$ cat config.mk
export PLATFORM = sky130hd
export DESIGN_NAME = mh_cfg_top
export DESIGN_NICKNAME = d
export VERILOG_FILES = /design/src/rtl/mh_cfg_pkg.sv /design/src/rtl/axi_lite_cfg_slave.sv /design/src/rtl/mh_cfg_top.sv /design/src/rtl/mh_fifo.sv /design/src/rtl/miss_capture.sv /design/src/rtl/miss_readout.sv
export SDC_FILE = /design/constraint.sdc
export NUM_CORES = 1
export LEC_CHECK = 0
export ABC_AREA = 0
export BUFFER_PORTS_ARGS = -buffer_cell sky130_fd_sc_hd__buf_4
export CAP_MARGIN = 10
export CELL_PAD_IN_SITES_DETAIL_PLACEMENT = 1
export CELL_PAD_IN_SITES_GLOBAL_PLACEMENT = 2
export CORE_AREA = 3 3 157 174
export CTS_CLUSTER_SIZE = 30
export DETAILED_ROUTE_END_ITERATION = 16
export DIE_AREA = 0 0 160 177
export PLACE_DENSITY = 0.82
export SLEW_MARGIN = 20
export SYNTH_ARGS = -nofsm -noshare
export SYNTH_HDL_FRONTEND = slang
export SYNTH_SLANG_ARGS = --single-unit
export TNS_END_PERCENT = 10
$ cat constraint.sdc
create_clock -name Clk_CI -period 3.95 [get_ports Clk_CI]
set_input_delay 0.1975 -clock Clk_CI [delete_from_list [all_inputs] [get_ports Clk_CI]]
set_output_delay 0.1975 -clock Clk_CI [all_outputs]
set_load 0.03 [all_outputs]
$ cat src/rtl/mh_cfg_pkg.sv
`default_nettype none

package mh_cfg_pkg;

  // bus geometry
  localparam int unsigned DATA_W = 32;
  localparam int unsigned ADDR_W = 16;

  // miss payload widths
  localparam int unsigned VA_W   = 32;
  localparam int unsigned META_W = 10;

  localparam int unsigned CONF_W = 2; // bit 0 fifo disable, bit 1 multi-hit

  localparam logic [ADDR_W-1:0] REG_ADDR_FIFO = 16'h0000;
  localparam logic [ADDR_W-1:0] REG_META_FIFO = 16'h0008;
  localparam logic [ADDR_W-1:0] REG_CONF      = 16'h000C;

  localparam logic [1:0] resp_ok = 2'b00;

  // meta fifo word as seen on the bus
  typedef struct packed {
    logic                       empty;  // bit 31
    logic [DATA_W-META_W-2:0]   rsvd;
    logic [META_W-1:0]          meta;
  } meta_status_t;

  typedef union packed {
    logic [VA_W-1:0] addr;      // whole word is a virtual address
    meta_status_t    meta_st;
  } data_word_u;

endpackage

`default_nettype wire

$ cat src/rtl/axi_lite_cfg_slave.sv
`timescale 1ns/1ns
`default_nettype none

module axi_lite_cfg_slave (
  input  logic                              Clk_CI,
  input  logic                              Rst_RBI,
  input  logic [mh_cfg_pkg::ADDR_W-1:0]     s_axi_awaddr_i,
  input  logic                              s_axi_awvalid_i,
  output logic                              s_axi_awready_o,
  input  logic [mh_cfg_pkg::DATA_W-1:0]     s_axi_wdata_i,
  input  logic [mh_cfg_pkg::DATA_W/8-1:0]   s_axi_wstrb_i,
  input  logic                              s_axi_wvalid_i,
  output logic                              s_axi_wready_o,
  output logic [1:0]                        s_axi_bresp_o,
  output logic                              s_axi_bvalid_o,
  input  logic                              s_axi_bready_i,
  input  logic [mh_cfg_pkg::ADDR_W-1:0]     s_axi_araddr_i,
  input  logic                              s_axi_arvalid_i,
  output logic                              s_axi_arready_o,
  output logic [mh_cfg_pkg::DATA_W-1:0]     s_axi_rdata_o,
  output logic [1:0]                        s_axi_rresp_o,
  output logic                              s_axi_rvalid_o,
  input  logic                              s_axi_rready_i,
  output logic                              wr_en_o,
  output logic [mh_cfg_pkg::ADDR_W-1:0]     wr_addr_o,
  output logic [mh_cfg_pkg::DATA_W-1:0]     wr_data_o,
  output logic                              rd_valid_o,
  output logic                              rd_fire_o,
  output logic [mh_cfg_pkg::ADDR_W-1:0]     rd_addr_o,
  input  logic [mh_cfg_pkg::DATA_W-1:0]     rd_data_i
);

  logic [mh_cfg_pkg::ADDR_W-1:0]   aw_addr_q;
  logic [mh_cfg_pkg::ADDR_W-1:0]   ar_addr_q;
  logic [mh_cfg_pkg::DATA_W-1:0]   w_data_q;
  logic [mh_cfg_pkg::DATA_W/8-1:0] w_strb_q;

  logic awready_q;
  logic wready_q;
  logic arready_q;
  logic aw_done_q;
  logic w_done_q;
  logic aw_done_dly_q;
  logic w_done_dly_q;
  logic b_done_q;   // write response accepted
  logic ar_done_q;
  logic r_done_q;   // read response accepted
  logic pair_rise;
  logic bvalid;
  logic rvalid;

  // payload capture
  always_ff @(posedge Clk_CI)
  begin
    if (awready_q && s_axi_awvalid_i)
      aw_addr_q <= s_axi_awaddr_i;
    if (wready_q && s_axi_wvalid_i)
    begin
      w_data_q <= s_axi_wdata_i;
      w_strb_q <= s_axi_wstrb_i;
    end
    if (arready_q && s_axi_arvalid_i)
      ar_addr_q <= s_axi_araddr_i;
  end

  always_ff @(posedge Clk_CI or negedge Rst_RBI)
  begin
    if (!Rst_RBI)
    begin
      awready_q     <= 1'b1;
      wready_q      <= 1'b1;
      arready_q     <= 1'b1;
      aw_done_q     <= 1'b0;
      w_done_q      <= 1'b0;
      aw_done_dly_q <= 1'b0;
      w_done_dly_q  <= 1'b0;
      b_done_q      <= 1'b0;
      ar_done_q     <= 1'b0;
      r_done_q      <= 1'b0;
    end
    else
    begin
      aw_done_dly_q <= aw_done_q;
      w_done_dly_q  <= w_done_q;

      if (awready_q && s_axi_awvalid_i)
      begin
        awready_q <= 1'b0;
        aw_done_q <= 1'b1;
      end
      else if (aw_done_q && b_done_q)
      begin
        awready_q <= 1'b1;
        aw_done_q <= 1'b0;
      end

      if (wready_q && s_axi_wvalid_i)
      begin
        wready_q <= 1'b0;
        w_done_q <= 1'b1;
      end
      else if (w_done_q && b_done_q)
      begin
        wready_q <= 1'b1;
        w_done_q <= 1'b0;
      end

      // b done sticks until both channels have released
      if (aw_done_q && w_done_q)
      begin
        if (bvalid && s_axi_bready_i)
          b_done_q <= 1'b1;
      end
      else
        b_done_q <= 1'b0;

      if (arready_q && s_axi_arvalid_i)
      begin
        arready_q <= 1'b0;
        ar_done_q <= 1'b1;
      end
      else if (ar_done_q && r_done_q)
      begin
        arready_q <= 1'b1;
        ar_done_q <= 1'b0;
      end

      if (ar_done_q)
      begin
        if (rvalid && s_axi_rready_i)
          r_done_q <= 1'b1;
      end
      else
        r_done_q <= 1'b0;
    end
  end

  // first cycle with both address and data in hand
  assign pair_rise = (w_done_q && !w_done_dly_q && aw_done_q) ||
                     (aw_done_q && !aw_done_dly_q && w_done_q);

  assign bvalid = aw_done_q && w_done_q && !b_done_q;
  assign rvalid = ar_done_q && !r_done_q;

  assign wr_en_o   = pair_rise && (|w_strb_q); // zero strobe only gets a response
  assign wr_addr_o = aw_addr_q;
  assign wr_data_o = w_data_q;

  assign rd_valid_o = rvalid;
  assign rd_fire_o  = rvalid && s_axi_rready_i;
  assign rd_addr_o  = ar_addr_q;

  assign s_axi_awready_o = awready_q;
  assign s_axi_wready_o  = wready_q;
  assign s_axi_bresp_o   = mh_cfg_pkg::resp_ok;
  assign s_axi_bvalid_o  = bvalid;
  assign s_axi_arready_o = arready_q;
  assign s_axi_rdata_o   = rd_data_i;
  assign s_axi_rresp_o   = mh_cfg_pkg::resp_ok;
  assign s_axi_rvalid_o  = rvalid;

  assert property (@(posedge Clk_CI) disable iff (!Rst_RBI)
    s_axi_bvalid_o && !s_axi_bready_i |=> s_axi_bvalid_o)
    else $error("bvalid dropped before bready");

  assert property (@(posedge Clk_CI) disable iff (!Rst_RBI)
    s_axi_rvalid_o && !s_axi_rready_i |=> s_axi_rvalid_o)
    else $error("rvalid dropped before rready");

endmodule

`default_nettype wire

$ cat src/rtl/mh_cfg_top.sv
`timescale 1ns/1ns
`default_nettype none

module mh_cfg_top #(
  parameter int unsigned MH_FIFO_DEPTH = 4
) (
  input  logic                              Clk_CI,
  input  logic                              Rst_RBI,
  input  logic [mh_cfg_pkg::ADDR_W-1:0]     s_axi_awaddr_i,
  input  logic                              s_axi_awvalid_i,
  output logic                              s_axi_awready_o,
  input  logic [mh_cfg_pkg::DATA_W-1:0]     s_axi_wdata_i,
  input  logic [mh_cfg_pkg::DATA_W/8-1:0]   s_axi_wstrb_i,
  input  logic                              s_axi_wvalid_i,
  output logic                              s_axi_wready_o,
  output logic [1:0]                        s_axi_bresp_o,
  output logic                              s_axi_bvalid_o,
  input  logic                              s_axi_bready_i,
  input  logic [mh_cfg_pkg::ADDR_W-1:0]     s_axi_araddr_i,
  input  logic                              s_axi_arvalid_i,
  output logic                              s_axi_arready_o,
  output logic [mh_cfg_pkg::DATA_W-1:0]     s_axi_rdata_o,
  output logic [1:0]                        s_axi_rresp_o,
  output logic                              s_axi_rvalid_o,
  input  logic                              s_axi_rready_i,
  input  logic                              Miss_SI,
  input  logic [mh_cfg_pkg::VA_W-1:0]       MissAddr_DI,
  input  logic [mh_cfg_pkg::META_W-1:0]     MissMeta_DI,
  output logic                              MhFifoFull_SO,
  output logic                              L1AllowMultiHit_SO
);

  logic                          wr_en;
  logic [mh_cfg_pkg::ADDR_W-1:0] wr_addr;
  logic [mh_cfg_pkg::DATA_W-1:0] wr_data;
  logic                          rd_valid;
  logic                          rd_fire;
  logic [mh_cfg_pkg::ADDR_W-1:0] rd_addr;
  logic [mh_cfg_pkg::DATA_W-1:0] rd_data;
  logic [mh_cfg_pkg::CONF_W-1:0] conf;

  logic                          addr_push;
  logic [mh_cfg_pkg::VA_W-1:0]   addr_push_data;
  logic                          addr_pop;
  logic [mh_cfg_pkg::VA_W-1:0]   addr_head;
  logic                          addr_full;
  logic                          addr_empty;

  logic                          meta_push;
  logic [mh_cfg_pkg::META_W-1:0] meta_push_data;
  logic                          meta_pop;
  logic [mh_cfg_pkg::META_W-1:0] meta_head;
  logic                          meta_full;
  logic                          meta_empty;

  axi_lite_cfg_slave u_slave (
    .Clk_CI          (Clk_CI),
    .Rst_RBI         (Rst_RBI),
    .s_axi_awaddr_i  (s_axi_awaddr_i),
    .s_axi_awvalid_i (s_axi_awvalid_i),
    .s_axi_awready_o (s_axi_awready_o),
    .s_axi_wdata_i   (s_axi_wdata_i),
    .s_axi_wstrb_i   (s_axi_wstrb_i),
    .s_axi_wvalid_i  (s_axi_wvalid_i),
    .s_axi_wready_o  (s_axi_wready_o),
    .s_axi_bresp_o   (s_axi_bresp_o),
    .s_axi_bvalid_o  (s_axi_bvalid_o),
    .s_axi_bready_i  (s_axi_bready_i),
    .s_axi_araddr_i  (s_axi_araddr_i),
    .s_axi_arvalid_i (s_axi_arvalid_i),
    .s_axi_arready_o (s_axi_arready_o),
    .s_axi_rdata_o   (s_axi_rdata_o),
    .s_axi_rresp_o   (s_axi_rresp_o),
    .s_axi_rvalid_o  (s_axi_rvalid_o),
    .s_axi_rready_i  (s_axi_rready_i),
    .wr_en_o         (wr_en),
    .wr_addr_o       (wr_addr),
    .wr_data_o       (wr_data),
    .rd_valid_o      (rd_valid),
    .rd_fire_o       (rd_fire),
    .rd_addr_o       (rd_addr),
    .rd_data_i       (rd_data)
  );

  miss_capture u_capture (
    .Clk_CI            (Clk_CI),
    .Rst_RBI           (Rst_RBI),
    .miss_i            (Miss_SI),
    .miss_addr_i       (MissAddr_DI),
    .miss_meta_i       (MissMeta_DI),
    .wr_en_i           (wr_en),
    .wr_addr_i         (wr_addr),
    .wr_data_i         (wr_data),
    .addr_full_i       (addr_full),
    .meta_full_i       (meta_full),
    .addr_push_o       (addr_push),
    .addr_push_data_o  (addr_push_data),
    .meta_push_o       (meta_push),
    .meta_push_data_o  (meta_push_data),
    .conf_o            (conf),
    .fifo_full_o       (MhFifoFull_SO),
    .allow_multi_hit_o (L1AllowMultiHit_SO)
  );

  // faulting virtual address
  mh_fifo #(
    .MH_FIFO_DEPTH (MH_FIFO_DEPTH),
    .MH_FIFO_WIDTH (mh_cfg_pkg::VA_W)
  ) u_addr_fifo (
    .Clk_CI      (Clk_CI),
    .Rst_RBI     (Rst_RBI),
    .push_i      (addr_push),
    .push_data_i (addr_push_data),
    .pop_i       (addr_pop),
    .head_o      (addr_head),
    .full_o      (addr_full),
    .empty_o     (addr_empty)
  );

  mh_fifo #(
    .MH_FIFO_DEPTH (MH_FIFO_DEPTH),
    .MH_FIFO_WIDTH (mh_cfg_pkg::META_W)
  ) u_meta_fifo (
    .Clk_CI      (Clk_CI),
    .Rst_RBI     (Rst_RBI),
    .push_i      (meta_push),
    .push_data_i (meta_push_data),
    .pop_i       (meta_pop),
    .head_o      (meta_head),
    .full_o      (meta_full),
    .empty_o     (meta_empty)
  );

  miss_readout u_readout (
    .rd_valid_i   (rd_valid),
    .rd_fire_i    (rd_fire),
    .rd_addr_i    (rd_addr),
    .addr_head_i  (addr_head),
    .addr_empty_i (addr_empty),
    .meta_head_i  (meta_head),
    .meta_empty_i (meta_empty),
    .conf_i       (conf),
    .addr_pop_o   (addr_pop),
    .meta_pop_o   (meta_pop),
    .rd_data_o    (rd_data)
  );

endmodule

`default_nettype wire

$ cat src/rtl/mh_fifo.sv
`timescale 1ns/1ns
`default_nettype none

module mh_fifo #(
  parameter int unsigned MH_FIFO_DEPTH = 4,
  parameter int unsigned MH_FIFO_WIDTH = 32
) (
  input  logic                     Clk_CI,
  input  logic                     Rst_RBI,
  input  logic                     push_i,
  input  logic [MH_FIFO_WIDTH-1:0] push_data_i,
  input  logic                     pop_i,
  output logic [MH_FIFO_WIDTH-1:0] head_o,
  output logic                     full_o,
  output logic                     empty_o
);

  localparam int unsigned PTR_W = (MH_FIFO_DEPTH > 1) ? $clog2(MH_FIFO_DEPTH) : 1;
  localparam int unsigned CNT_W = $clog2(MH_FIFO_DEPTH + 1);

  logic [MH_FIFO_WIDTH-1:0] mem_q [MH_FIFO_DEPTH];
  logic [PTR_W-1:0]         wr_ptr_q;
  logic [PTR_W-1:0]         rd_ptr_q;
  logic [CNT_W-1:0]         count_q;
  logic                     do_push;
  logic                     do_pop;

  assign full_o  = (count_q == CNT_W'(MH_FIFO_DEPTH));
  assign empty_o = (count_q == '0);
  assign do_push = push_i && !full_o;
  assign do_pop  = pop_i && !empty_o;
  assign head_o  = mem_q[rd_ptr_q];

  always_ff @(posedge Clk_CI)
  begin
    if (do_push)
      mem_q[wr_ptr_q] <= push_data_i;
  end

  always_ff @(posedge Clk_CI or negedge Rst_RBI)
  begin
    if (!Rst_RBI)
    begin
      wr_ptr_q <= '0;
      rd_ptr_q <= '0;
      count_q  <= '0;
    end
    else
    begin
      if (do_push)  // wrap also for non power of two depths
        wr_ptr_q <= (wr_ptr_q == PTR_W'(MH_FIFO_DEPTH - 1)) ? '0 : wr_ptr_q + 1'b1;
      if (do_pop)
        rd_ptr_q <= (rd_ptr_q == PTR_W'(MH_FIFO_DEPTH - 1)) ? '0 : rd_ptr_q + 1'b1;
      if (do_push && !do_pop)
        count_q <= count_q + 1'b1;
      else if (do_pop && !do_push)
        count_q <= count_q - 1'b1;
    end
  end

  assert property (@(posedge Clk_CI) disable iff (!Rst_RBI) pop_i |-> !empty_o)
    else $error("pop on empty fifo");

endmodule

`default_nettype wire

$ cat src/rtl/miss_capture.sv
`timescale 1ns/1ns
`default_nettype none

module miss_capture (
  input  logic                              Clk_CI,
  input  logic                              Rst_RBI,
  input  logic                              miss_i,
  input  logic [mh_cfg_pkg::VA_W-1:0]       miss_addr_i,
  input  logic [mh_cfg_pkg::META_W-1:0]     miss_meta_i,
  input  logic                              wr_en_i,
  input  logic [mh_cfg_pkg::ADDR_W-1:0]     wr_addr_i,
  input  logic [mh_cfg_pkg::DATA_W-1:0]     wr_data_i,
  input  logic                              addr_full_i,
  input  logic                              meta_full_i,
  output logic                              addr_push_o,
  output logic [mh_cfg_pkg::VA_W-1:0]       addr_push_data_o,
  output logic                              meta_push_o,
  output logic [mh_cfg_pkg::META_W-1:0]     meta_push_data_o,
  output logic [mh_cfg_pkg::CONF_W-1:0]     conf_o,
  output logic                              fifo_full_o,
  output logic                              allow_multi_hit_o
);

  mh_cfg_pkg::data_word_u wr_word;

  logic [mh_cfg_pkg::CONF_W-1:0] conf_q;
  logic fifos_off;
  logic sw_addr_wr;
  logic sw_meta_wr;
  logic sw_conf_wr;

  assign wr_word   = wr_data_i;
  assign fifos_off = conf_q[0];

  assign sw_addr_wr = wr_en_i && (wr_addr_i == mh_cfg_pkg::REG_ADDR_FIFO);
  assign sw_meta_wr = wr_en_i && (wr_addr_i == mh_cfg_pkg::REG_META_FIFO);
  assign sw_conf_wr = wr_en_i && (wr_addr_i == mh_cfg_pkg::REG_CONF);

  always_ff @(posedge Clk_CI or negedge Rst_RBI)
  begin
    if (!Rst_RBI)
      conf_q <= '0;
    else if (sw_conf_wr)
      conf_q <= wr_word.addr[mh_cfg_pkg::CONF_W-1:0];
  end

  // miss wins over a software push in the same cycle
  assign addr_push_o      = !fifos_off && (miss_i || sw_addr_wr);
  assign addr_push_data_o = miss_i ? miss_addr_i : wr_word.addr;
  assign meta_push_o      = !fifos_off && (miss_i || sw_meta_wr);
  assign meta_push_data_o = miss_i ? miss_meta_i : wr_word.meta_st.meta;

  // the fifo drops it, we only report
  assign fifo_full_o = (addr_push_o && addr_full_i) || (meta_push_o && meta_full_i);

  assign conf_o            = conf_q;
  assign allow_multi_hit_o = conf_q[1];

endmodule

`default_nettype wire

$ cat src/rtl/miss_readout.sv
`timescale 1ns/1ns
`default_nettype none

module miss_readout (
  input  logic                              rd_valid_i,
  input  logic                              rd_fire_i,
  input  logic [mh_cfg_pkg::ADDR_W-1:0]     rd_addr_i,
  input  logic [mh_cfg_pkg::VA_W-1:0]       addr_head_i,
  input  logic                              addr_empty_i,
  input  logic [mh_cfg_pkg::META_W-1:0]     meta_head_i,
  input  logic                              meta_empty_i,
  input  logic [mh_cfg_pkg::CONF_W-1:0]     conf_i,
  output logic                              addr_pop_o,
  output logic                              meta_pop_o,
  output logic [mh_cfg_pkg::DATA_W-1:0]     rd_data_o
);

  mh_cfg_pkg::data_word_u rd_word;

  always_comb
  begin
    rd_word    = '0;  // unmapped offsets read zero
    addr_pop_o = 1'b0;
    meta_pop_o = 1'b0;
    if (rd_valid_i)
    begin
      case (rd_addr_i)
        mh_cfg_pkg::REG_ADDR_FIFO:
        begin
          rd_word.addr = addr_head_i;
          addr_pop_o   = rd_fire_i && !addr_empty_i; // once, on the handshake
        end
        mh_cfg_pkg::REG_META_FIFO:
        begin
          rd_word.meta_st.empty = meta_empty_i;
          rd_word.meta_st.meta  = meta_head_i;
          meta_pop_o            = rd_fire_i && !meta_empty_i;
        end
        mh_cfg_pkg::REG_CONF:
          rd_word.addr[mh_cfg_pkg::CONF_W-1:0] = conf_i;
        default:
          rd_word = '0;
      endcase
    end
  end

  assign rd_data_o = rd_word;

endmodule

`default_nettype wire

# Yosys cells after proc, flatten, opt, wreduce, memory -nomap -nowiden
# Memories as Yosys holds them, arrays and structs flattened.
# Cells that the tools add are included.
dict set report op_classes {
  addsub 8
  shift 0
  div_mod_pow 0
  n_mux 39
  bitwise 0
  n_lt_le_gt_ge 0
  multipliers 0
  eq_ne 12
  n_reduce_logical 60
}
# operator count
set op_table {}
lappend op_table {{$eq 16x4->1 const B} 4}
lappend op_table {{$mux 32} 2}
lappend op_table {{$logic_and 1x1->1} 33}
lappend op_table {{$logic_not 16->1} 2}
lappend op_table {{$mux 1} 24}
lappend op_table {{$mux 21} 1}
lappend op_table {{$pmux 8 s2} 1}
lappend op_table {{$logic_not 1->1} 13}
lappend op_table {{$mux 3} 4}
lappend op_table {{$mux 10} 1}
lappend op_table {{$reduce_bool 2->1} 5}
lappend op_table {{$add 2x1->2 const B} 4}
lappend op_table {{$eq 2x2->1 const B} 4}
lappend op_table {{$mux 2} 4}
lappend op_table {{$add 3x1->3 const B} 2}
lappend op_table {{$eq 3x3->1 const B} 2}
lappend op_table {{$logic_not 3->1} 2}
lappend op_table {{$pmux 2 s3} 1}
lappend op_table {{$sub 3x1->3 const B} 2}
lappend op_table {{$logic_or 1x1->1} 4}
lappend op_table {{$reduce_or 4->1} 1}
lappend op_table {{$ne 2x1->1 const B} 1}
lappend op_table {{$ne 2x2->1 const B} 1}
lappend op_table {{$pmux 1 s2} 1}
dict set report totals {
  mem_bits_rw 168
  inputBits 118
  latch_bits 0
  memories 2
  out_inout_bits 43
  reg_bits 94
  rom_bits 0
}
# name words word_bits read_ports rd_clocked_by_memory_dff write_ports line
set mem_list {}
lappend mem_list {u_addr_fifo.mem_q 4 32 1 0 1 mh_fifo.sv:21} ;# logic [MH_FIFO_WIDTH-1:0] mem_q [MH_FIFO_DEPTH];
lappend mem_list {u_meta_fifo.mem_q 4 10 1 0 1 mh_fifo.sv:21}

# Depth between registers and ports, before layout
dict set report logic_depth {
  ltp_word 13
  depth_mapped 11
  ltp_nobuf 10
}

# Cells and area by module
# A second synthesis with hierarchy kept.
dict set report hier_totals {
  hier_cells 595
  hier_area_um2 11089.4
}
# module cells_each area_per_inst_um2 seq_area_each_um2 instances
set by_module_without_submodules {}
lappend by_module_without_submodules {{mh_fifo at u_addr_fifo} 205 5056.1 4018.9 1}
lappend by_module_without_submodules {axi_lite_cfg_slave 138 2722.6 2296.0 1}
lappend by_module_without_submodules {{mh_fifo at u_meta_fifo} 89 1940.6 1376.3 1}
lappend by_module_without_submodules {miss_capture 98 693.2 50.0 1}
lappend by_module_without_submodules {miss_readout 65 676.9 0.0 1}

# Worst setup path after synthesis
# Ideal clock, no wire load.
dict set report synth_path {
  path_kind {flip-flop to flip-flop}
  from {register u_slave.aw_addr_q (netlist bit u_slave.wr_addr_o[11])}
  to {memory u_addr_fifo.mem_q[0][0] (enable)}
  n_path_buf 1
  setup_time_ns 0.421
  path_slack_ns 0.992
  t_required_ns 3.529
  arrival_time_ns 2.537
  synth_period_minus_slack_ns 2.958
  path_stages_with_launch 6
  path_cell_list {edfxtp_1 -> nor4_1 -> and4b_1 -> buf_4 -> a31oi_4 -> nor2_1}
}
dict set report synth_between {
  elab_chain_cells 7
}
# element line
set synth_rtl {}
lappend synth_rtl {{from (decl)} axi_lite_cfg_slave.sv:33} ;# logic [mh_cfg_pkg::ADDR_W-1:0] aw_addr_q;
lappend synth_rtl {{from (signal assigned)} axi_lite_cfg_slave.sv:56} ;# aw_addr_q <= s_axi_awaddr_i;
lappend synth_rtl {{$logic_not 16->1} miss_capture.sv:35} ;# assign sw_addr_wr = wr_en_i && (wr_addr_i == mh_cfg_pkg::REG_ADDR_FIFO);
lappend synth_rtl {{$logic_and 1x1->1} miss_capture.sv:35}
lappend synth_rtl {{$logic_or 1x1->1} miss_capture.sv:48} ;# assign addr_push_o = !fifos_off && (miss_i || sw_addr_wr);
lappend synth_rtl {{$logic_and 1x1->1} miss_capture.sv:48}
lappend synth_rtl {{$logic_and 1x1->1} mh_fifo.sv:30} ;# assign do_push = push_i && !full_o;
lappend synth_rtl {{$mux 1} mh_fifo.sv:36} ;# if (do_push)
lappend synth_rtl {{$mux 1 (not written as such)} mh_fifo.sv:37} ;# mem_q[wr_ptr_q] <= push_data_i;
lappend synth_rtl {{to (decl)} mh_fifo.sv:21}
# Every way passes these cells.

# Final worst setup path
dict set report layout_path {
  from {register u_slave.aw_addr_q (netlist bit u_slave.wr_addr_o[7])}
  to {register u_addr_fifo.count_q[2]}
}
dict set report layout_between {
  elab_chain_cells 8
  elab_cells_between_ends 10
  classes_between {1 x mux; 9 x reduce/logical}
}
# element line
set layout_rtl {}
lappend layout_rtl {{$logic_not 16->1 *} miss_capture.sv:35}
lappend layout_rtl {{$logic_and 1x1->1 *} miss_capture.sv:35}
lappend layout_rtl {{$logic_or 1x1->1 *} miss_capture.sv:48}
lappend layout_rtl {{$logic_and 1x1->1 *} miss_capture.sv:48}
lappend layout_rtl {{$logic_and 1x1->1 *} mh_fifo.sv:30}
lappend layout_rtl {{net u_addr_fifo.do_push} mh_fifo.sv:25} ;# logic do_push;
lappend layout_rtl {{$logic_not 1->1} mh_fifo.sv:56} ;# else if (do_pop && !do_push)
lappend layout_rtl {{$logic_and 1x1->1} mh_fifo.sv:56}
lappend layout_rtl {{$reduce_bool 2->1 (no source line)} n/a}
lappend layout_rtl {{to (signal assigned)} mh_fifo.sv:55} ;# count_q <= count_q + 1'b1;
lappend layout_rtl {{to (signal assigned)} mh_fifo.sv:57} ;# count_q <= count_q - 1'b1;
lappend layout_rtl {{to (decl)} mh_fifo.sv:24} ;# logic [CNT_W-1:0] count_q;
# The timed path passes the listed nets; every way through them passes the cells marked *.
# A chain may end at the register's enable or synchronous reset.

==> summary.md <==
| Metric | Value |
|---|---|
| CTS tree | `done` |
| Synth-to-layout area growth | `29.1%` |
| Die height | `177 um` |
| First-pass GRT wire length | `40.5 mm` |
| Hold WS | `0.0182 ns` |
| Largest family of logic cells by synthesized area | `multiplexers` |
| CP Launch Type | `flip-flop` |
| Initial antenna violation count | `0` |
| Fillers | `2410` |
| Vias per cell | `5.06` |
| Largest net degree at the start of global routing | `38` |
| Reg clk slew, reported paths | `0.06 ns` |
| Max transition margin | `30.6%` |
| Slowest-stage cell, CP | `and4b_1` |
| Max Cap Viol | `0` |
| Die Footprint | `28300 um2` |
| Cts repair resizes | `0` |
| Netlist Area Pre-Place | `10700 um2` |
| Cts bufs inserted | `27` |
| CP delay by family, top | `simple AND/OR/NAND/NOR gates` |
| Period utilisation layout | `79.2%` |
| Post-synthesis mux area share | `12.3%` |
| Post-synthesis cell count | `609` |
| CP Cell Sequence | `nor4_1, and4b_1, a31oi_4, nor3_1, ha_1, inv_1, fa_1, xor2_1, nor2_1, xor2_1` |
| HP Start | `MissAddr_DI[27]` |
| Warnings, synthesis | `0` |
| Place WS | `0.887 ns` |
| Top post-synthesis cells by count | `edfxtp_1 (236), nand2_1 (58), mux4_2 (42)` |
| Maximum vdd drop | `0.000290 V` |
| Share of the synthesized area in the top cell type | `66.3%` |
| Total Routing Usage GR | `18.4%` |
| Port Buffers | `156` |
| Synth unique cells | `52` |
| FF+latch count, synth | `262` |
| R2R Path End | `u_addr_fifo.count_q[2]$_DFFE_PN0P_` |
| Post-synthesis simple-gate area fraction | `7.91%` |
| WL per Instance | `21.4 um` |
| Register Area | `7740 um2` |
| Clk sinks | `262` |
| Fmax achieved | `0.320 GHz` |
| Worst-path maximum fanout | `10` |
| Final #Nets | `979` |
| Worst path bufs/invs | `1` |
| Asr flop ratio synth | `9.92%` |
| Total gr overflow | `0` |
| Dominant cell type by area after synthesis | `edfxtp_1` |
| H-tree levels | `1` |
| DP Wirelength | `16.4 mm` |
| Post-synthesis xor/xnor area fraction | `0.492%` |
| Initial DRC Count | `359` |
| Compound-Gate Fraction of Synth Area | `2.62%` |
| Num rows | `61` |
| Routed vias | `6142` |
| Total power | `7.18 mW` |
| Clock Skew | `0.0145 ns` |
| Final setup vio count | `0` |
| Die width | `160 um` |
| PwrDens | `521 nW/um2` |
| Initial Util | `41.9%` |
| Syn Area/Cell | `17.5 um2` |
| Synth area leaders | `edfxtp_1 (66%), mux4_2 (8.9%), dfrtp_1 (5.4%)` |
| Final TNS setup | `0 ns` |
| Clk root buf | `clkbuf_16` |
| DRT Pass-1 Iters | `4` |
| Total Wirelength | `26.0 mm` |
| CP Class | `flip-flop to flip-flop` |
| Slew Limit Fails | `0` |
| Worst EP arrival | `3.58 ns` |
| Leak Pwr | `5.06 nW` |
| Post-layout util | `54.1%` |
| Latest clock arrival within the worst-skew pair | `0.54 ns` |
| Via count of the first global-routing pass | `7130` |
| Status | `finished clean` |
| Worst hold path type | `primary input to flip-flop` |
| Cells on worst reg2reg path | `10` |
| Adder-cell share of the synthesized area | `1.78%` |
| Clock Path Buffers | `3` |
| Max incr delay on CP | `0.57 ns` |
| GPL Wtd Cong | `0.759` |
| DRC viols | `0` |
| Crit. End Element | `flip-flop` |
| Seq/Total Area, Yosys | `72.5%` |
| Layout cell share with drive strength beyond 1 | `34.2%` |
| Setup ws final | `0.823 ns` |
| Tmin final | `3.13 ns` |
| Post-synth top flop | `edfxtp_1` |
| Final hold viol count | `0` |
| Area of the multi-input gates | `2730 um2` |
| Worst path required time | `4.40 ns` |
| EDFF count, synth | `236` |
| RSZ-0062 raised after global routing | `false` |
| Hold Path End | `u_addr_fifo.mem_q[2][27]$_DFFE_PP_` |
| Total core area | `25500 um2` |
| R2R Path Start | `u_slave.wr_addr_o[7]$_DFFE_PP_` |
| Most frequent cell after synthesis | `edfxtp_1` |
| Most Frequent Cell on Critical Path | `xor2_1` |
| Post-route ant nets | `0` |
| IO Count | `161` |
| Slew @ Worst Pin | `1.04 ns` |
| Ant diodes | `0` |
| FF-to-FF setup slack | `0.82 ns` |
| Post-CTS Setup Inserts | `0` |
| Hold depth | `2` |
placed cells by master, fill, tap and decap left out, types with 4 or more instances in the layout:
master           n
clkbuf_1         4
nand2b_1        10
nand3_1          5
mux4_2          42
dfrtp_1         22
nor3_1           7
conb_1           4
dlygate4sd3_1   74
nand2_1         58
clkbuf_16       27
nor2b_1         25
nor4_1           8
clkinv_2        12
nor2_1          19
buf_4          160
xor2_1           4
o22ai_1          9
ha_1            12
nand4_1          6
edfxtp_1       236
nor2_4           4
inv_1           25
a211o_1          4
mux2_2          30
where the power goes:
| part | internal [mW] | total [mW] | switching (mW) |
|---|---|---|---|
| logic | 0.491 | 1.14 | 0.646 |
| registers | 3.54 | 3.72 | 0.184 |
| clock network | 1.26 | 2.32 | 1.06 |
per-stage QoR:
step,instance area [um2],std cells
final,13800,1214
after global routing,13800,1214
after CTS,13700,1212
after floorplan,10700,612
after detailed placement,12200,1088
after global placement,12200,1088
worst reg2reg max path: stages, from the launching register on:
cell      delay [ns]
edfxtp_1        0.41
nor4_1          0.42
and4b_1         0.57
a31oi_4         0.24
nor3_1          0.23
ha_1            0.22
inv_1           0.07
fa_1            0.43
xor2_1          0.18
nor2_1          0.11
xor2_1          0.17
how the worst max path moves through the flow:
stage          cells after the start  slack (ns)                            endpoint                       startpoint
2_1_floorplan                      5        0.99   u_addr_fifo.mem_q[0][0]$_DFFE_PP_  u_slave.wr_addr_o[11]$_DFFE_PP_
3_3_place_gp                      10        1.02  u_addr_fifo.count_q[2]$_DFFE_PN0P_  u_slave.wr_addr_o[11]$_DFFE_PP_
3_5_place_dp                      10        0.89  u_addr_fifo.count_q[2]$_DFFE_PN0P_   u_slave.wr_addr_o[7]$_DFFE_PP_
4_1_cts                           10        0.79  u_addr_fifo.count_q[2]$_DFFE_PN0P_   u_slave.wr_addr_o[7]$_DFFE_PP_
5_1_grt                           10        0.67  u_addr_fifo.count_q[2]$_DFFE_PN0P_   u_slave.wr_addr_o[7]$_DFFE_PP_
6_report                          10        0.82  u_addr_fifo.count_q[2]$_DFFE_PN0P_   u_slave.wr_addr_o[7]$_DFFE_PP_
logic make-up (layout without fill, tap and decap cells):
| logic type | Yosys count | in the layout |
|---|---|---|
| mux | 75 | 75 |
| simple gates | 162 | 162 |
| fa+ha+maj | 14 | 14 |
| other cells | 1 | 4 |
| compound gates | 34 | 34 |
| flops | 262 | 262 |
| buf+inv | 55 | 311 |
| xor+xnor | 6 | 6 |
layout make-up:
cell class	count	share of cell area, %
clock buffer	31	5.01
timing repair buffer	236	14.5
sequential	262	56.1
inverter	25	0.681
tap	346	3.14
clock inverter	19	0.762
multi-input combinational	295	19.8
state kept, by name (all words and copies together), names as in the netlist, 3 cells and up:
name / flops
u_addr_fifo.mem_q: 128
u_meta_fifo.mem_q: 40
u_slave.wr_data_o: 32
u_slave.rd_addr_o: 16
u_slave.wr_addr_o: 16
u_slave.w_strb_q: 4
u_addr_fifo.count_q: 3
u_meta_fifo.count_q: 3
per-layer routing:
layer | track usage (%) | routed length, um | vias up
met2 | 34.8 | 14200 | 171
li1 | - | - | 2798
met5 | 0 | 0 | -
met1 | 21.5 | 10100 | 3134
met4 | 4.88 | 533 | 0
met3 | 3.18 | 1190 | 39
what timing repair did:
| item | 4_1_cts | 5_1_grt |
|---|---|---|
| hold buffers | 74 | 0 |
| setup endpoints to repair | 0 | 0 |
| hold endpoints to repair | 99 | 0 |
Power figures use the tool's default switching activity.
